$ cat config.mk
export PLATFORM = sky130hd
export DESIGN_NAME = l1d_miss_unit
export DESIGN_NICKNAME = d
export VERILOG_FILES = /design/src/design/lrq_pkg.sv /design/src/design/lrq_alloc.sv /design/src/design/lrq_entry_array.sv /design/src/design/lrq_ext_port.sv /design/src/design/l1d_miss_unit.sv
export VERILOG_INCLUDE_DIRS = /design/src /design/src/design
export SDC_FILE = /design/constraint.sdc
export NUM_CORES = 1
export LEC_CHECK = 0
export ABC_CLOCK_PERIOD_IN_PS = 8700
export BUFFER_PORTS_ARGS = -buffer_cell sky130_fd_sc_hd__buf_4
export CELL_PAD_IN_SITES_DETAIL_PLACEMENT = 0
export CELL_PAD_IN_SITES_GLOBAL_PLACEMENT = 1
export CORE_ASPECT_RATIO = 0.7
export CORE_MARGIN = 5
export CORE_UTILIZATION = 30
export DETAILED_ROUTE_END_ITERATION = 6
export MAX_ROUTING_LAYER = met4
export PLACE_DENSITY = 0.61
export SYNTH_ARGS = -nofsm -noshare
export SYNTH_HDL_FRONTEND = slang
export SYNTH_SLANG_ARGS = --single-unit
$ cat constraint.sdc
create_clock -name i_clk -period 8.7 [get_ports i_clk]
set_input_delay 1.74 -clock i_clk [delete_from_list [all_inputs] [get_ports i_clk]]
set_output_delay 1.74 -clock i_clk [all_outputs]
set_load 0.02 [all_outputs]
$ cat src/design/lrq_config.svh
`ifndef LRQ_CONFIG_SVH
`define LRQ_CONFIG_SVH

// --------------------------------------------------
// queue geometry
// --------------------------------------------------

// number of miss entries
`define LRQ_ENTRIES 4

// physical address width
`define LRQ_PADDR_W 32

// L1D line size in bytes
`define LRQ_LINE_BYTES 16

// --------------------------------------------------
// external tag layout
// --------------------------------------------------

// full tag width on the external read bus
`define LRQ_TAG_W 6

// unit code in the top two tag bits, marks reads from this unit
`define LRQ_TAG_UPPER_RD_L1D 2'b01

`endif

$ cat src/design/lrq_pkg.sv
`default_nettype none

`include "lrq_config.svh"

package lrq_pkg;

  // --------------------------------------------------
  // address and data vectors
  // --------------------------------------------------
  typedef logic [`LRQ_PADDR_W-1:0] paddr_t;

  // address with the line offset bits stripped
  typedef logic [`LRQ_PADDR_W-$clog2(`LRQ_LINE_BYTES)-1:0] line_addr_t;

  typedef logic [`LRQ_LINE_BYTES*8-1:0] line_data_t;

  // --------------------------------------------------
  // entry bookkeeping
  // --------------------------------------------------

  // one bit per entry, one-hot or mask
  typedef logic [`LRQ_ENTRIES-1:0] entry_vec_t;
  typedef logic [$clog2(`LRQ_ENTRIES)-1:0] entry_idx_t;

  // unit code, zero filler, entry number
  typedef logic [`LRQ_TAG_W-1:0] ext_tag_t;

  typedef enum logic [1:0] {
    ST_IDLE,
    ST_SEND,
    ST_WAIT_RESP,
    ST_WRITE
  } entry_state_t;

endpackage

`default_nettype wire

$ cat src/design/lrq_alloc.sv
`timescale 1ns/10ps
`default_nettype none

`include "lrq_config.svh"

module lrq_alloc (
  input  wire logic                i_req_valid,
  input  wire lrq_pkg::paddr_t     i_req_paddr,
  input  wire lrq_pkg::entry_vec_t i_entry_valid,
  input  wire lrq_pkg::line_addr_t i_entry_line [`LRQ_ENTRIES],
  input  wire lrq_pkg::entry_vec_t i_wr_grant_oh,
  output lrq_pkg::entry_vec_t      o_alloc_oh,
  output logic                     o_req_conflict,
  output logic                     o_req_full,
  output lrq_pkg::entry_vec_t      o_req_index_oh
);

  import lrq_pkg::*;

  // offset bits dropped from the request address
  localparam int OFFSET_W = $bits(paddr_t) - $bits(line_addr_t);

  line_addr_t w_req_line;
  entry_vec_t w_match;
  entry_vec_t w_match_oh;
  entry_vec_t w_free;
  entry_vec_t w_free_oh;

  assign w_req_line = i_req_paddr[$bits(paddr_t)-1:OFFSET_W];

  // --------------------------------------------------
  // same-line check against live entries
  // --------------------------------------------------

  // an entry granted its write this cycle is already leaving
  always_comb begin
    for (int e = 0; e < `LRQ_ENTRIES; e++) begin
      w_match[e] = i_entry_valid[e] & ~i_wr_grant_oh[e] &
                   (i_entry_line[e] == w_req_line);
    end
  end

  assign w_match_oh = w_match & (~w_match + entry_vec_t'(1));

  // --------------------------------------------------
  // free entry pick and request response
  // --------------------------------------------------
  assign w_free    = ~i_entry_valid;
  assign w_free_oh = w_free & (~w_free + entry_vec_t'(1));

  always_comb begin
    o_req_conflict = 1'b0;
    o_req_full     = 1'b0;
    o_req_index_oh = '0;
    o_alloc_oh     = '0;
    if (i_req_valid) begin
      if (|w_match) begin
        o_req_conflict = 1'b1;
        o_req_index_oh = w_match_oh;
      end else if (!(|w_free)) begin
        o_req_full = 1'b1;
      end else begin
        o_req_index_oh = w_free_oh;
        o_alloc_oh     = w_free_oh;
      end
    end
  end

endmodule

`default_nettype wire

$ cat src/design/lrq_entry_array.sv
`timescale 1ns/10ps
`default_nettype none

`include "lrq_config.svh"

module lrq_entry_array (
  input  wire logic                i_clk,
  input  wire logic                i_reset_n,
  input  wire lrq_pkg::entry_vec_t i_alloc_oh,
  input  wire lrq_pkg::paddr_t     i_req_paddr,
  input  wire lrq_pkg::entry_vec_t i_sent_oh,
  input  wire lrq_pkg::entry_vec_t i_fill_oh,
  input  wire lrq_pkg::line_data_t i_fill_data,
  input  wire lrq_pkg::entry_vec_t i_wr_grant_oh,
  output lrq_pkg::entry_vec_t      o_entry_valid,
  output lrq_pkg::entry_vec_t      o_send_mask,
  output lrq_pkg::entry_vec_t      o_write_mask,
  output lrq_pkg::line_addr_t      o_entry_line [`LRQ_ENTRIES],
  output lrq_pkg::line_data_t      o_entry_data [`LRQ_ENTRIES]
);

  import lrq_pkg::*;

  // offset bits dropped from the request address
  localparam int OFFSET_W = $bits(paddr_t) - $bits(line_addr_t);

  line_addr_t w_req_line;

  assign w_req_line = i_req_paddr[$bits(paddr_t)-1:OFFSET_W];

  // --------------------------------------------------
  // per-entry state, line address and data
  // --------------------------------------------------
  for (genvar e = 0; e < `LRQ_ENTRIES; e++) begin : g_entry
    entry_state_t r_state;
    entry_state_t w_state_next;
    line_addr_t   r_line;
    line_data_t   r_data;
    logic         w_load;
    logic         w_fill;

    // alloc only ever targets a free entry, fill only a waiting one
    assign w_load = i_alloc_oh[e] & (r_state == ST_IDLE);
    assign w_fill = i_fill_oh[e] & (r_state == ST_WAIT_RESP);

    always_comb begin
      w_state_next = r_state;
      case (r_state)
        ST_IDLE: begin
          if (i_alloc_oh[e]) begin
            w_state_next = ST_SEND;
          end
        end
        ST_SEND: begin
          if (i_sent_oh[e]) begin
            w_state_next = ST_WAIT_RESP;
          end
        end
        ST_WAIT_RESP: begin
          if (i_fill_oh[e]) begin
            w_state_next = ST_WRITE;
          end
        end
        ST_WRITE: begin
          // line goes back to the pool after the L1D write
          if (i_wr_grant_oh[e]) begin
            w_state_next = ST_IDLE;
          end
        end
        default: begin
          w_state_next = ST_IDLE;
        end
      endcase
    end

    always_ff @(posedge i_clk or negedge i_reset_n) begin
      if (!i_reset_n) begin
        r_state <= ST_IDLE;
      end else begin
        r_state <= w_state_next;
      end
    end

    always_ff @(posedge i_clk) begin
      if (w_load) begin
        r_line <= w_req_line;
      end
      if (w_fill) begin
        r_data <= i_fill_data;
      end
    end

    assign o_entry_valid[e] = (r_state != ST_IDLE);
    assign o_send_mask[e]   = (r_state == ST_SEND);
    assign o_write_mask[e]  = (r_state == ST_WRITE);
    assign o_entry_line[e]  = r_line;
    assign o_entry_data[e]  = r_data;
  end

endmodule

`default_nettype wire

$ cat src/design/lrq_ext_port.sv
`timescale 1ns/10ps
`default_nettype none

`include "lrq_config.svh"

module lrq_ext_port (
  input  wire lrq_pkg::entry_vec_t i_send_mask,
  input  wire lrq_pkg::entry_vec_t i_write_mask,
  input  wire lrq_pkg::entry_vec_t i_entry_valid,
  input  wire lrq_pkg::line_addr_t i_entry_line [`LRQ_ENTRIES],
  input  wire lrq_pkg::line_data_t i_entry_data [`LRQ_ENTRIES],
  input  wire logic                i_ext_req_ready,
  input  wire logic                i_ext_resp_valid,
  input  wire lrq_pkg::ext_tag_t   i_ext_resp_tag,
  input  wire lrq_pkg::line_data_t i_ext_resp_data,
  output logic                     o_ext_req_valid,
  output lrq_pkg::paddr_t          o_ext_req_paddr,
  output lrq_pkg::ext_tag_t        o_ext_req_tag,
  output lrq_pkg::entry_vec_t      o_sent_oh,
  output lrq_pkg::entry_vec_t      o_fill_oh,
  output lrq_pkg::line_data_t      o_fill_data,
  output logic                     o_wr_valid,
  output lrq_pkg::paddr_t          o_wr_paddr,
  output lrq_pkg::line_data_t      o_wr_data,
  output lrq_pkg::entry_vec_t      o_wr_grant_oh,
  output logic                     o_resolve_valid,
  output lrq_pkg::entry_vec_t      o_resolve_index_oh,
  output logic                     o_lrq_full
);

  import lrq_pkg::*;

  localparam int OFFSET_W   = $bits(paddr_t) - $bits(line_addr_t);
  localparam int TAG_FILL_W = `LRQ_TAG_W - 2 - $bits(entry_idx_t);

  entry_vec_t w_send_oh;
  entry_idx_t w_send_idx;
  line_addr_t w_send_line;
  logic       w_resp_hit;
  entry_idx_t w_resp_idx;
  entry_vec_t w_wr_oh;
  line_addr_t w_wr_line;
  line_data_t w_wr_data;

  function automatic line_addr_t mux_line(entry_vec_t oh, line_addr_t lines [`LRQ_ENTRIES]);
    line_addr_t sel;
    sel = '0;
    for (int e = 0; e < `LRQ_ENTRIES; e++) begin
      if (oh[e]) begin
        sel = lines[e];
      end
    end
    return sel;
  endfunction

  // --------------------------------------------------
  // external line read
  // --------------------------------------------------

  // lowest entry still waiting to go out
  assign w_send_oh = i_send_mask & (~i_send_mask + entry_vec_t'(1));

  always_comb begin
    w_send_idx = '0;
    for (int e = 0; e < `LRQ_ENTRIES; e++) begin
      if (w_send_oh[e]) begin
        w_send_idx = entry_idx_t'(e);
      end
    end
  end

  assign w_send_line     = mux_line(w_send_oh, i_entry_line);
  assign o_ext_req_valid = |i_send_mask;
  assign o_ext_req_paddr = {w_send_line, {OFFSET_W{1'b0}}};
  assign o_ext_req_tag   = {`LRQ_TAG_UPPER_RD_L1D, {TAG_FILL_W{1'b0}}, w_send_idx};
  assign o_sent_oh       = (o_ext_req_valid & i_ext_req_ready) ? w_send_oh : '0;

  // --------------------------------------------------
  // response match and resolve
  // --------------------------------------------------

  // responses for other requesters carry a different unit code
  assign w_resp_hit = i_ext_resp_valid &
                      (i_ext_resp_tag[`LRQ_TAG_W-1 -: 2] == `LRQ_TAG_UPPER_RD_L1D);
  assign w_resp_idx = i_ext_resp_tag[$bits(entry_idx_t)-1:0];

  assign o_fill_oh          = w_resp_hit ? (entry_vec_t'(1) << w_resp_idx) : '0;
  assign o_fill_data        = i_ext_resp_data;
  assign o_resolve_valid    = w_resp_hit;
  assign o_resolve_index_oh = o_fill_oh;

  // --------------------------------------------------
  // L1D fill write
  // --------------------------------------------------
  assign w_wr_oh   = i_write_mask & (~i_write_mask + entry_vec_t'(1));
  assign w_wr_line = mux_line(w_wr_oh, i_entry_line);

  always_comb begin
    w_wr_data = '0;
    for (int e = 0; e < `LRQ_ENTRIES; e++) begin
      if (w_wr_oh[e]) begin
        w_wr_data = i_entry_data[e];
      end
    end
  end

  // write strobe is never refused, so the pick is also the grant
  assign o_wr_valid    = |i_write_mask;
  assign o_wr_paddr    = {w_wr_line, {OFFSET_W{1'b0}}};
  assign o_wr_data     = w_wr_data;
  assign o_wr_grant_oh = w_wr_oh;

  assign o_lrq_full = &i_entry_valid;

endmodule

`default_nettype wire

$ cat src/design/l1d_miss_unit.sv
`timescale 1ns/10ps
`default_nettype none

`include "lrq_config.svh"

module l1d_miss_unit (
  input  wire logic                i_clk,
  input  wire logic                i_reset_n,
  // load miss request
  input  wire logic                i_req_valid,
  input  wire lrq_pkg::paddr_t     i_req_paddr,
  output logic                     o_req_conflict,
  output logic                     o_req_full,
  output lrq_pkg::entry_vec_t      o_req_index_oh,
  // external line read
  output logic                     o_ext_req_valid,
  output lrq_pkg::paddr_t          o_ext_req_paddr,
  output lrq_pkg::ext_tag_t        o_ext_req_tag,
  input  wire logic                i_ext_req_ready,
  input  wire logic                i_ext_resp_valid,
  input  wire lrq_pkg::ext_tag_t   i_ext_resp_tag,
  input  wire lrq_pkg::line_data_t i_ext_resp_data,
  // L1D fill write
  output logic                     o_wr_valid,
  output lrq_pkg::paddr_t          o_wr_paddr,
  output lrq_pkg::line_data_t      o_wr_data,
  // resolve and status
  output logic                     o_resolve_valid,
  output lrq_pkg::entry_vec_t      o_resolve_index_oh,
  output logic                     o_lrq_full
);

  import lrq_pkg::*;

  entry_vec_t w_entry_valid;
  entry_vec_t w_send_mask;
  entry_vec_t w_write_mask;
  line_addr_t w_entry_line [`LRQ_ENTRIES];
  line_data_t w_entry_data [`LRQ_ENTRIES];
  entry_vec_t w_alloc_oh;
  entry_vec_t w_sent_oh;
  entry_vec_t w_fill_oh;
  line_data_t w_fill_data;
  entry_vec_t w_wr_grant_oh;

  // --------------------------------------------------
  // decode, execute, result
  // --------------------------------------------------
  lrq_alloc u_lrq_alloc (
    .i_req_valid    (i_req_valid),
    .i_req_paddr    (i_req_paddr),
    .i_entry_valid  (w_entry_valid),
    .i_entry_line   (w_entry_line),
    .i_wr_grant_oh  (w_wr_grant_oh),
    .o_alloc_oh     (w_alloc_oh),
    .o_req_conflict (o_req_conflict),
    .o_req_full     (o_req_full),
    .o_req_index_oh (o_req_index_oh)
  );

  lrq_entry_array u_lrq_entry_array (
    .i_clk         (i_clk),
    .i_reset_n     (i_reset_n),
    .i_alloc_oh    (w_alloc_oh),
    .i_req_paddr   (i_req_paddr),
    .i_sent_oh     (w_sent_oh),
    .i_fill_oh     (w_fill_oh),
    .i_fill_data   (w_fill_data),
    .i_wr_grant_oh (w_wr_grant_oh),
    .o_entry_valid (w_entry_valid),
    .o_send_mask   (w_send_mask),
    .o_write_mask  (w_write_mask),
    .o_entry_line  (w_entry_line),
    .o_entry_data  (w_entry_data)
  );

  lrq_ext_port u_lrq_ext_port (
    .i_send_mask        (w_send_mask),
    .i_write_mask       (w_write_mask),
    .i_entry_valid      (w_entry_valid),
    .i_entry_line       (w_entry_line),
    .i_entry_data       (w_entry_data),
    .i_ext_req_ready    (i_ext_req_ready),
    .i_ext_resp_valid   (i_ext_resp_valid),
    .i_ext_resp_tag     (i_ext_resp_tag),
    .i_ext_resp_data    (i_ext_resp_data),
    .o_ext_req_valid    (o_ext_req_valid),
    .o_ext_req_paddr    (o_ext_req_paddr),
    .o_ext_req_tag      (o_ext_req_tag),
    .o_sent_oh          (w_sent_oh),
    .o_fill_oh          (w_fill_oh),
    .o_fill_data        (w_fill_data),
    .o_wr_valid         (o_wr_valid),
    .o_wr_paddr         (o_wr_paddr),
    .o_wr_data          (o_wr_data),
    .o_wr_grant_oh      (w_wr_grant_oh),
    .o_resolve_valid    (o_resolve_valid),
    .o_resolve_index_oh (o_resolve_index_oh),
    .o_lrq_full         (o_lrq_full)
  );

endmodule

`default_nettype wire

== Word level (Yosys, flattened, before mapping) ==
Cells that the tools add are included.
Storage, ports and cells
  output and inout port bits: 212
  input bits: 171
  word-level logic and storage cells: 145
  flip-flop bits (word level): 632
Cells by class
  shift-type cells: 1
  eq/ne operators: 33
  multiplexer cells: 47
  add/sub/neg operators: 4
  reductions and logical operators: 17
  bitwise operators: 31
Operators with widths (count)
  2-to-1 mux 128 bit: 4
  2-to-1 mux 28 bit: 8
  == test 28 bit: 4
  2-to-1 mux 2 bit: 18
  one-hot mux 2 bit (4 select lines): 4
  2-to-1 mux 4 bit: 7
  inverter 4 bit: 5
  AND reduction 4 bit: 5
  AND 1 bit: 18
  adder 4 x 1 -> 4 bit, second input constant: 4
  AND 4 bit: 4
  == test 2 bit, second input constant: 8
  inequality test 2 x 1 -> 1 bit, second input constant: 8
  inequality test 2 bit, second input constant: 8
  OR reduction 4 bit: 4
  == test 2 x 1 -> 1 bit, second input constant: 5
  logical NOT 2 bit: 4
  nonzero test 2 bit: 4
  2-to-1 mux 1 bit: 6
  inverter 1 bit: 4
  << shifter 1 x 2 -> 4 bit, first input constant: 1

== Logic depth before layout (Yosys ltp) ==
Gate-level depths: netlist (run 1).
  depth in word-level cells: 12
  mapped depth: 11

== Modules after synthesis ==
From an unflattened synthesis (run 1), not the netlist that was laid out.
Second synthesis, totals
  cell total of the unflattened synthesis: 2064
  area, all modules: 28169.5 um2
By module, submodules not included
  lrq_entry_array: area an instance 19515.0 um2, times used 1, cells an instance 698, seq. area each 18938.2 um2
  lrq_ext_port: area an instance 7244.4 um2, times used 1, cells an instance 1185, seq. area each 0.0 um2
  lrq_alloc: area an instance 1410.1 um2, times used 1, cells an instance 181, seq. area each 0.0 um2

== Worst setup path before layout (run 1) ==
Ideal clock, no wire load.
  kind: input-to-reg
  from: input port i_ext_resp_valid
  to: register u_lrq_entry_array.g_entry[3].r_data[0], enable pin
  stages: 5
  setup time: 0.617 ns
  buffers on the path: 0
  data arrival time: 7.742 ns
  path slack: 0.341 ns
  path through: nand2_1 > or2_2 > inv_1 > nand3_1 > nor2_1
On the way
  longest elaborated chain between the ends: 3
RTL lines
  from (decl): line l1d_miss_unit.sv:20  | input wire logic i_ext_resp_valid,
  AND 1 bit: line lrq_ext_port.sv:83  | assign w_resp_hit = i_ext_resp_valid &
  named net o_resolve_valid: line l1d_miss_unit.sv:28  | output logic o_resolve_valid,
  2-to-1 mux 4 bit: line lrq_ext_port.sv:87  | assign o_fill_oh = w_resp_hit ? (entry_vec_t'(1) << w_resp_idx) : '0;
  AND 1 bit: line lrq_entry_array.sv:44  | assign w_fill = i_fill_oh[e] & (r_state == ST_WAIT_RESP);
  named net u_lrq_entry_array.g_entry[3].w_fill: line lrq_entry_array.sv:40  | logic w_fill;
  to (signal assigned): line lrq_entry_array.sv:89  | r_data <= i_fill_data;
  to (decl): line lrq_entry_array.sv:38  | line_data_t r_data;
The timed path passes the listed nets, and every way through them passes these cells.
A chain may end at the register's enable or synchronous reset.

== Worst setup path in the final report (run 1) ==
  from: input port i_req_paddr[7]
  to: output port o_req_conflict
On the way
  longest elaborated chain between the ends: 5
RTL lines
  from (decl): line l1d_miss_unit.sv:11  | input wire lrq_pkg::paddr_t i_req_paddr,
  == test 28 bit: line lrq_alloc.sv:39  | (i_entry_line[e] == w_req_line);
  AND 1 bit: line lrq_alloc.sv:38  | w_match[e] = i_entry_valid[e] & ~i_wr_grant_oh[e] &
  OR reduction 4 bit (*): line lrq_alloc.sv:57  | if (|w_match) begin
  2-to-1 mux 1 bit (*): line lrq_alloc.sv:57
  2-to-1 mux 1 bit (*): line lrq_alloc.sv:56  | if (i_req_valid) begin
  to (decl): line l1d_miss_unit.sv:12  | output logic o_req_conflict,
Mark *: on every way between the ends. The rest lies on a longest branch, timed or not.

==> results of run 1 <==
==> per-layer routing <==
layer | track usage (%) | wire, um | vias up
met5 | - | 0 | -
met4 | 3.81 | 1390 | 0
met3 | 5.38 | 6760 | 94
met2 | 23.7 | 33300 | 550
met1 | 21.3 | 32600 | 8211
li1 | - | - | 7328
==> worst reg2reg max path, stage by stage, from the launching register on <==
cell,delay [ns]
dfrtp_1,0.44
ha_4,0.31
nor3_1,0.30
and2_4,0.76
nor4_1,0.23
nand4_1,0.25
and3_4,0.30
nand2_2,0.19
nor3b_2,0.26
buf_4,0.43
==> cell usage after synthesis (2+ instances only) <==
cell type,instances
a21o_1,2
a21oi_1,40
a221o_1,184
a22oi_1,157
a31oi_1,3
a41o_1,2
and2_1,5
and3_1,3
and4_1,2
buf_1,9
buf_2,2
buf_4,12
buf_6,3
clkbuf_1,105
conb_1,2
dfrtp_1,8
edfxtp_1,624
ha_1,17
inv_1,23
nand2_1,45
nand2b_1,3
nand3_1,12
nand3b_1,3
nand4_1,16
nor2_1,222
nor2b_1,2
nor3_1,7
nor3b_1,2
nor4_1,16
o21ai_0,7
o22ai_1,2
o31ai_1,3
or3_1,5
xnor2_1,57
xor2_1,52
==> flip-flops by register name, summed over array words and instances, names as in the netlist <==
signal	cells
u_lrq_entry_array.g_entry.r_data	512
u_lrq_entry_array.g_entry.r_state	8
u_lrq_entry_array.g_entry.r_line	112
==> placed cells by master, fill, tap and decap left out, types with 14 or more instances in the layout <==
| master | count |
|---|---|
| edfxtp_1 | 624 |
| buf_4 | 383 |
| nor2_1 | 219 |
| a221o_1 | 184 |
| a22oi_1 | 157 |
| clkbuf_16 | 67 |
| xnor2_1 | 57 |
| xor2_1 | 52 |
| nand2_1 | 45 |
| a21oi_1 | 40 |
| inv_1 | 23 |
| nand4_1 | 16 |
| clkbuf_1 | 16 |
| nor4_1 | 15 |
| clkinv_1 | 14 |
==> final timing paths <==
check	startpoint	end	slack, ns	depth (start not counted)
worst max-delay path	i_req_paddr[7]	o_req_conflict	2.71	8
worst min-delay path	u_lrq_entry_array.g_entry[3].r_state[1]$_DFFE_PN0P_	u_lrq_entry_array.g_entry[3].r_state[1]$_DFFE_PN0P_	0.62	2
worst max register to register	u_lrq_entry_array.g_entry[0].r_state[0]$_DFFE_PN0P_	u_lrq_entry_array.g_entry[1].r_line[4]$_DFFE_PP_	4.80	9
worst min register to register	u_lrq_entry_array.g_entry[3].r_state[1]$_DFFE_PN0P_	u_lrq_entry_array.g_entry[3].r_state[1]$_DFFE_PN0P_	0.62	2
max in group asynchronous	i_reset_n	u_lrq_entry_array.g_entry[3].r_state[0]$_DFFE_PN0P_	7.60	1
min in group asynchronous	i_reset_n	u_lrq_entry_array.g_entry[0].r_state[1]$_DFFE_PN0P_	0.94	1
==> cell families after synthesis <==
kind of cell | share of synthesized area, %
flip-flops | 73.6
XOR/XNOR | 3.71
adder cells (fa/ha/maj) | 0.827
AND/OR/NAND/NOR | 5.86
AO/OA/AOI/OAI | 13.4
other | 0.0292
buffers and inverters | 2.54
==> layout make-up <==
cell class	count	area (sq um)	area share, %
Clock inverter	34	418	1.31
Multi-Input combinational cell	897	6240	19.6
Tap cell	1137	1420	4.47
Sequential cell	632	18900	59.5
Clock buffer	83	1740	5.46
Antenna cell	10	25.0	0.0786
Timing Repair Buffer	387	2960	9.29
Inverter	23	86.3	0.271
==> stage by stage <==
stage	instances	hold WS, ns	total power, uW	cell area, sq um
6_report	3203	0.616	10700	31800
4_1_cts	3193	0.608	10900	31800
5_1_grt	3203	0.667	11200	31800
3_3_place_gp	3076	0.588	7970	29600
2_1_floorplan	1684	0.520	6180	25800
3_5_place_dp	3076	0.591	7990	29600
==> power by group through the flow <==
| stage | Sequential [uW] | Clock (uW) | Combinational [uW] |
|---|---|---|---|
| 2_1_floorplan | 3660 | 0 | 2520 |
| 3_3_place_gp | 3670 | 0 | 4300 |
| 3_5_place_dp | 3670 | 0 | 4320 |
| 4_1_cts | 3610 | 2920 | 4340 |
| 5_1_grt | 3620 | 3030 | 4590 |
| 6_report | 3610 | 2820 | 4280 |
==> metrics.cfg, run 1 <==
[cells_and_area]
nets = 2196
utilization_pct = 37.6
fillCellCount = 7999
drive_gt1_share_pct = 24.1
syn_to_final_growth_pct = 23.7

[global_route]
gr-total-overflow = 0
grtUsageTotal_pct = 16.0
grt_pass1_vias = 16075
antenna_found_initial = 10
grt_max_degree = 118
grt_pass1_wl_um = 107000

[logic_synthesis]
synth_cell_types = 52
ys_ff_latch = 632
yosys.area.top_type_share_pct = 72.9
postSynthAreaPerCell_sq_um = 15.4
synth.largest_area_cell = edfxtp_1
synth_area_leaders = edfxtp_1 73%, a221o_1 7.2%, a22oi_1 4.6%
synth_edf_count = 624
syn_inst = 1674
synth_area_sq_mm = 0.0257
yosysWarnings = 0
ys.flop_type = edfxtp_1
synth.yosys.seq_area_share_pct = 73.6
synthArstFlopShare_pct = 1.27

[detailed_routing]
drc = 0
drtAntennaViolNets = 0
vias = 16183
routedWlPerCell_um = 23.1
drtPass1Iterations = 5
via_per_inst = 5.05
wl_um = 74000
drt_iter0_markers = 1290

[timing]
relSlewSlack_pct = 27.8
skew_ns = 0.0254
finalSetupViolCount = 0
fmax_ghz = 0.167
worst_slew_pin_slew_ns = 1.08
hold_viol = 0
tns_ns = 0
slew_violations = 0
min_period_ns = 5.99
min_period_over_period_pct = 68.9
setup_slack_ns = 2.71
rsz0062_at_grt = no

[cts]
clk_pin_slew_worst_paths_ns = 0.06
clkSinkCount = 632
cts_hold_buf = 0
cts_inserted_buffers = 67
htree_num_levels = 3
clk_latency_ns = 0.61
cts_resized = 0
cts_tree = done
cts_buffer_depth = 3
cts_root_buf = clkbuf_16
postCtsSetupBuffers = 0

[die]
die_h_um = 255
coreArea_sq_mm = 0.0846
fp-row-count = 89
io_pins = 383
initial_core_util_pct = 30.4
dieArea_sq_mm = 0.0918
die_w_um = 360

[pwr]
p_clk_share_pct = 26.3
p_sw_share_pct = 36.9
p_seq_share_pct = 33.7
internal_power_uw = 6770
pwr-share-comb_pct = 40.0
p_per_area_mw_per_mm2 = 337
ir_worst_vdd_mv = 0.204
p_switching_uw = 3950
p_leak_uw = 0.0111

[setup_path]
cp-start-kind = input port
worstPathArrival_ns = 4.25
cp_cell_sequence = buf_4, xor2_1, nor4_1, nand4_1, or4_4, and3_4, a21oi_1, buf_4
critPathBufInv = 2
critPathSlowestCell = nor4_1
cp_top_family = simple AND/OR/NAND/NOR gates
cp-end-kind = output port
worst_path_most_repeated_cell = buf_4
path_class = in2out
max_stage_delay_ns = 0.68
cp_max_fo = 10
cp.required_ns = 6.96

[placement]
place_congestion = 0.830
numPortBuffers = 364
dp_hpwl_um = 44500
pre_cts_slack_ns = 2.74

[outcome]
status = completed

[worst_hold_path]
hold_path.class = reg2reg

[flow_run]
maxCapViolCount = 0

Note: power is estimated with default switching activity, not from simulation.
==> inputs of run 2 (changes only) <==
--- a/config.mk
+++ b/config.mk
@@ -6,7 +6,8 @@
 export SDC_FILE = /design/constraint.sdc
 export NUM_CORES = 1
 export LEC_CHECK = 0
-export ABC_CLOCK_PERIOD_IN_PS = 8700
+export ABC_AREA = 1
+export ABC_CLOCK_PERIOD_IN_PS = 6100
 export BUFFER_PORTS_ARGS = -buffer_cell sky130_fd_sc_hd__buf_4
 export CELL_PAD_IN_SITES_DETAIL_PLACEMENT = 0
 export CELL_PAD_IN_SITES_GLOBAL_PLACEMENT = 1
@@ -15,7 +16,7 @@
 export CORE_UTILIZATION = 30
 export DETAILED_ROUTE_END_ITERATION = 6
 export MAX_ROUTING_LAYER = met4
-export PLACE_DENSITY = 0.61
+export PLACE_DENSITY = 0.62
 export SYNTH_ARGS = -nofsm -noshare
 export SYNTH_HDL_FRONTEND = slang
 export SYNTH_SLANG_ARGS = --single-unit
==> constraint.sdc (replaced) <==
create_clock -name i_clk -period 6.1 [get_ports i_clk]
set_input_delay 1.22 -clock i_clk [delete_from_list [all_inputs] [get_ports i_clk]]
set_output_delay 1.22 -clock i_clk [all_outputs]
set_load 0.02 [all_outputs]
==> metrics.cfg, run 2 <==
[outcome]
status = completed

[setup_path]
reg2reg_to = u_lrq_entry_array.g_entry[1].r_line[18]$_DFFE_PP_
path_class = reg2out
cp-end-kind = output port
crit_path_end = o_ext_req_paddr[26]
r2r_start = u_lrq_entry_array.g_entry[0].r_state[0]$_DFFE_PN0P_
cp.required_ns = 4.88
cp_cell_sequence = inv_1, ha_1, nor2_1, nand2_1, nor2_2, buf_4, inv_1, o21ai_0, buf_4
reg2reg_depth = 13
max_stage_delay_ns = 0.82
cp-startpoint = u_lrq_entry_array.g_entry[0].r_state[1]$_DFFE_PN0P_
critPathSlowestCell = inv_1
cp_max_fo = 21
worstPathArrival_ns = 3.85
cp-start-kind = flop
rrSetupSlack_ns = 2.63

[cells_and_area]
reg_top3 = u_lrq_entry_array.g_entry.r_data (512), u_lrq_entry_array.g_entry.r_line (112), u_lrq_entry_array.g_entry.r_state (8)
final_cell_mix = 749 x nand2_1, 624 x edfxtp_1, 390 x buf_4
instances_no_fill = 3761
largest-register = u_lrq_entry_array.g_entry.r_data
drive_gt1_share_pct = 21.4
nets = 2743
largest_reg_flops = 512
fillCellCount = 8337
syn_to_final_growth_pct = 25.3
final_common_cell = nand2_1

[logic_synthesis]
synth_area_sq_mm = 0.0260
synthArstFlopShare_pct = 1.27
postSynthAreaPerCell_sq_um = 12.0
synth.largest_area_cell = edfxtp_1
synth.yosys.seq_area_share_pct = 72.9
ys_ff_latch = 632
synth_area_leaders = edfxtp_1 72%, nand2_1 11%, nand4_1 3.2%
yosysWarnings = 0
synth_cell_types = 38
ys.flop_type = edfxtp_1
syn_inst = 2168
synth_edf_count = 624
synth_most_common_cell = nand2_1
synth.top_cells.by_count = 750 x nand2_1, 624 x edfxtp_1, 153 x inv_1
yosys.area.top_type_share_pct = 72.1

[timing]
setup_slack_ns = 1.03
hold_viol = 0
min_period_ns = 5.07
rsz0062_at_grt = no
fmax_ghz = 0.197
whs_ns = 0.428
min_period_over_period_pct = 83.1
finalSetupViolCount = 0
relSlewSlack_pct = 26.6
worst_slew_pin_slew_ns = 1.10
slew_violations = 0
tns_ns = 0
skew_ns = 0.0183

[detailed_routing]
via_per_inst = 4.69
routedWlPerCell_um = 20.8
vias = 17644
drtPass1Iterations = 6
drc = 0
drt_iter0_markers = 1287
wl_um = 78400
drtAntennaViolNets = 0

[cts]
clk_latency_ns = 0.62
cts_hold_buf = 0
htree_num_levels = 3
clkSinkCount = 632
cts_inserted_buffers = 68
clk_pin_slew_worst_paths_ns = 0.06
cts_resized = 0
postCtsSetupBuffers = 0
cts_root_buf = clkbuf_16
cts_buffer_depth = 3
cts_tree = done

[placement]
place_congestion = 0.924
pre_cts_slack_ns = 1.68
numPortBuffers = 364
placed_cells = 3635
dp_hpwl_um = 49100

[pwr]
pwr-share-comb_pct = 37.6
p_seq_share_pct = 34.3
internal_power_uw = 9330
finalPower_uw = 14900
p_sw_share_pct = 37.5
p_per_area_mw_per_mm2 = 459
p_leak_uw = 0.0121
p_clk_share_pct = 28.2
ir_worst_vdd_mv = 0.269
p_switching_uw = 5610

[global_route]
grtUsageTotal_pct = 16.9
gr-total-overflow = 0
grt_max_degree = 119
antenna_found_initial = 7
grt_pass1_wl_um = 114000
grt_pass1_vias = 17394

[die]
initial_core_util_pct = 30.2
die_w_um = 362
dieArea_sq_mm = 0.0927
fp-row-count = 90
die_h_um = 256
io_pins = 383
coreArea_sq_mm = 0.0860

[flow_run]
maxCapViolCount = 0

[worst_hold_path]
hold_path.class = in2async

[run 2: cell count changes after synthesis, moves of 52 or more]
cell / delta
a221o_1: -184
a22oi_1: -155
clkbuf_1: -55
inv_1: +130
nand2_1: +705
nand4_1: +116
nor2_1: -121
o21ai_0: +52
[run 2: logic make-up after synthesis]
kind of cell    after synthesis  synth area share, %
compound gates              164                 3.58
simple gates               1043                 17.0
xor+xnor                     44                 1.48
fa+ha+maj                    17                0.819
buf+inv                     266                 4.16
flops                       632                 72.9
other cells                   2               0.0289
[run 2: routing by layer]
metal	share of wire (%)	track usage (%)	vias up	routed length (um)
met5	0	-	-	0
met4	2.4	4.57	0	1880
met3	8.0	4.67	133	6310
met2	45	25.4	569	35600
met1	44	22.6	8667	34600
li1	-	-	8275	-
[run 2: power groups by stage]
stage	logic [uW]	registers, uW	clock network (uW)
floorplan	3000	5180	0
global placement	5670	5200	0
detailed placement	5690	5210	0
CTS	5710	5120	4320
global route	6030	5140	4520
finish	5610	5120	4210
[run 2: worst min-delay path by stage]
| stage | cells past startpoint | slack (ns) | endpoint |
|---|---|---|---|
| after floorplan | 2 | 0.49 | u_lrq_entry_array.g_entry[3].r_state[1]$_DFFE_PN0P_ |
| after global placement | 2 | 0.51 | u_lrq_entry_array.g_entry[1].r_state[1]$_DFFE_PN0P_ |
| after detailed placement | 2 | 0.52 | u_lrq_entry_array.g_entry[1].r_state[0]$_DFFE_PN0P_ |
| after CTS | 1 | 0.38 | u_lrq_entry_array.g_entry[3].r_state[0]$_DFFE_PN0P_ |
| after global routing | 1 | 0.39 | u_lrq_entry_array.g_entry[3].r_state[0]$_DFFE_PN0P_ |
| final | 1 | 0.43 | u_lrq_entry_array.g_entry[3].r_state[0]$_DFFE_PN0P_ |
[run 2: final cells by class]
class                      count  area [sq um]  share of cell area (%)
clock inverter                42           544                    1.67
sequential                   632         18900                    58.2
timing repair buffer         398          3090                    9.49
multi-input combinational   1280          6080                    18.7
clock buffer                  78          1760                    5.41
inverter                     175           664                    2.04
antenna                        6          15.0                  0.0462
tap                         1150          1440                    4.42
[run 2: critical path: cells and delay by family (launching register included)]
kind                       cells  cell delay, ns
and+or+nand+nor                3            0.35
AOI/OAI and AO/OA              1            0.36
buffers and inverters          4            1.41
adders and majority gates      1            0.66
DFF                            1            0.44
[run 2: per-stage QoR]
| step | util [%] | area (sq um) |
|---|---|---|
| after floorplan | - | 26100 |
| after global placement | 35.1 | 30200 |
| after detailed placement | 35.1 | 30200 |
| after CTS | 37.8 | 32500 |
| after global routing | 37.8 | 32500 |
| final | 37.8 | 32500 |
==> inputs of run 3 (changes only) <==
--- a/config.mk
+++ b/config.mk
@@ -7,7 +7,7 @@
 export NUM_CORES = 1
 export LEC_CHECK = 0
 export ABC_AREA = 1
-export ABC_CLOCK_PERIOD_IN_PS = 6100
+export ABC_CLOCK_PERIOD_IN_PS = 5300
 export BUFFER_PORTS_ARGS = -buffer_cell sky130_fd_sc_hd__buf_4
 export CELL_PAD_IN_SITES_DETAIL_PLACEMENT = 0
 export CELL_PAD_IN_SITES_GLOBAL_PLACEMENT = 1
==> constraint.sdc (replaced) <==
create_clock -name i_clk -period 5.3 [get_ports i_clk]
set_input_delay 1.06 -clock i_clk [delete_from_list [all_inputs] [get_ports i_clk]]
set_output_delay 1.06 -clock i_clk [all_outputs]
set_load 0.02 [all_outputs]
==> metrics.cfg, run 3 (synthesis results as in run 2) <==
[outcome]
status = completed

[timing]
worst_slew_pin_slew_ns = 1.04
min_period_ns = 4.69
hold_viol = 0
relSlewSlack_pct = 30.6
fmax_ghz = 0.213
min_period_over_period_pct = 88.5
rsz0062_at_grt = no
finalSetupViolCount = 0
skew_ns = 0.0383
tns_ns = 0
slew_violations = 0

[cts]
cts_inserted_buffers = 66
clkSinkCount = 632
clk_pin_slew_worst_paths_ns = 0.06
cts_hold_buf = 0
htree_num_levels = 3
cts_resized = 0
cts_tree = done
clk_latency_ns = 0.63
postCtsSetupBuffers = 0
cts_root_buf = clkbuf_16
cts_buffer_depth = 3

[placement]
numPortBuffers = 364
dp_hpwl_um = 49100
place_congestion = 0.885

[detailed_routing]
via_per_inst = 4.66
drtPass1Iterations = 5
drt_iter0_markers = 1231
drc = 0
routedWlPerCell_um = 20.7
vias = 17550
drtAntennaViolNets = 0
wl_um = 77800

[setup_path]
cp-start-kind = flop
path_class = reg2out
cp-end-kind = output port
cp.required_ns = 4.24
reg2reg_depth = 12
cp_max_fo = 19
worstPathArrival_ns = 3.63

[global_route]
grt_pass1_wl_um = 113000
grt_max_degree = 130
antenna_found_initial = 10
gr-total-overflow = 0
grt_pass1_vias = 17561
grtUsageTotal_pct = 16.8

[die]
io_pins = 383
fp-row-count = 90
dieArea_sq_mm = 0.0927
coreArea_sq_mm = 0.0860
die_h_um = 256
die_w_um = 362
initial_core_util_pct = 30.2

[cells_and_area]
syn_to_final_growth_pct = 25.1
final_common_cell = nand2_1
final_cell_mix = 749 x nand2_1, 624 x edfxtp_1, 388 x buf_4
fillCellCount = 8256
reg_top3 = u_lrq_entry_array.g_entry.r_data (512), u_lrq_entry_array.g_entry.r_line (112), u_lrq_entry_array.g_entry.r_state (8)
nets = 2743
multiInputGateArea_sq_mm = 0.00608
largest-register = u_lrq_entry_array.g_entry.r_data
largest_reg_flops = 512
seqCellArea_sq_mm = 0.0189
drive_gt1_share_pct = 21.3

[flow_run]
maxCapViolCount = 0

[pwr]
ir_worst_vdd_mv = 0.271
p_leak_uw = 0.0121
p_per_area_mw_per_mm2 = 522
finalPower_uw = 17000

[worst_hold_path]
hold_path.class = in2async

[run 3: changes by cell type in the layout (fill, tap and decap cells not counted), sizes merged]
| cell | change |
|---|---|
| diode | +4 |
| bufinv | -3 |
| inv | +3 |
| buf | +2 |
| clkbuf | -2 |
| clkinv | +2 |
| clkinvlp | -1 |
[run 3: path summary, 6_finish.rpt]
| check | start | slack, ns | endpoint |
|---|---|---|---|
| worst max register to register | u_lrq_entry_array.g_entry[0].r_state[0]$_DFFE_PN0P_ | 2.18 | u_lrq_entry_array.g_entry[2].r_line[25]$_DFFE_PP_ |
| worst min-delay path | i_reset_n | 0.27 | u_lrq_entry_array.g_entry[2].r_state[0]$_DFFE_PN0P_ |
| max in group asynchronous | i_reset_n | 4.88 | u_lrq_entry_array.g_entry[0].r_state[0]$_DFFE_PN0P_ |
| worst min register to register | u_lrq_entry_array.g_entry[1].r_state[1]$_DFFE_PN0P_ | 0.54 | u_lrq_entry_array.g_entry[1].r_state[1]$_DFFE_PN0P_ |
| min in group i_clk | u_lrq_entry_array.g_entry[1].r_state[1]$_DFFE_PN0P_ | 0.54 | u_lrq_entry_array.g_entry[1].r_state[1]$_DFFE_PN0P_ |
| worst max-delay path | u_lrq_entry_array.g_entry[1].r_state[1]$_DFFE_PN0P_ | 0.61 | o_ext_req_paddr[18] |
[run 3: layout make-up]
class | count | share of cell area (%)
Sequential cell | 632 | 58.3
Inverter | 175 | 2.04
Timing Repair Buffer | 400 | 9.70
Multi-Input combinational cell | 1280 | 18.7
Antenna cell | 10 | 0.0770
Tap cell | 1150 | 4.43
Clock inverter | 43 | 1.53
Clock buffer | 76 | 5.23
[run 3: routing by layer]
| layer | wire (um) | track usage, % | up-vias |
|---|---|---|---|
| li1 | - | - | 8276 |
| met1 | 32500 | 21.4 | 8524 |
| met2 | 35600 | 25.5 | 621 |
| met3 | 7520 | 5.86 | 129 |
| met4 | 2160 | 4.90 | 0 |
| met5 | 0 | - | - |
[run 3: critical path: stages (launching register included)]
cell and delay (ns):
dfrtp_1 0.39, inv_1 0.08, ha_1 0.28, nor2_1 0.20, inv_1 0.07, nor2_1 0.09
buf_4 0.26, clkinv_1 0.82, nor2_1 0.33, nor2_1 0.06, o21ai_0 0.20, buf_4 0.24
[run 3: power by group]
part           leakage, uW  total [uW]  internal [uW]  switching [uW]
combinational      0.00531        6450           2160            4290
sequential         0.00572        5890           5760             133
clock              0.00106        4630           2610            2020
[run 3: stage by stage]
stage	util [%]	instance area, sq um	setup WS (ns)	hold WS (ns)	instances
global route	37.8	32500	0.410	0.233	3766
CTS	37.7	32500	0.562	0.220	3756
detailed placement	35.2	30300	1.24	0.534	3637
floorplan	-	26100	-0.639	0.489	2178
finish	37.8	32500	0.608	0.270	3766
global placement	35.2	30300	1.24	0.507	3637
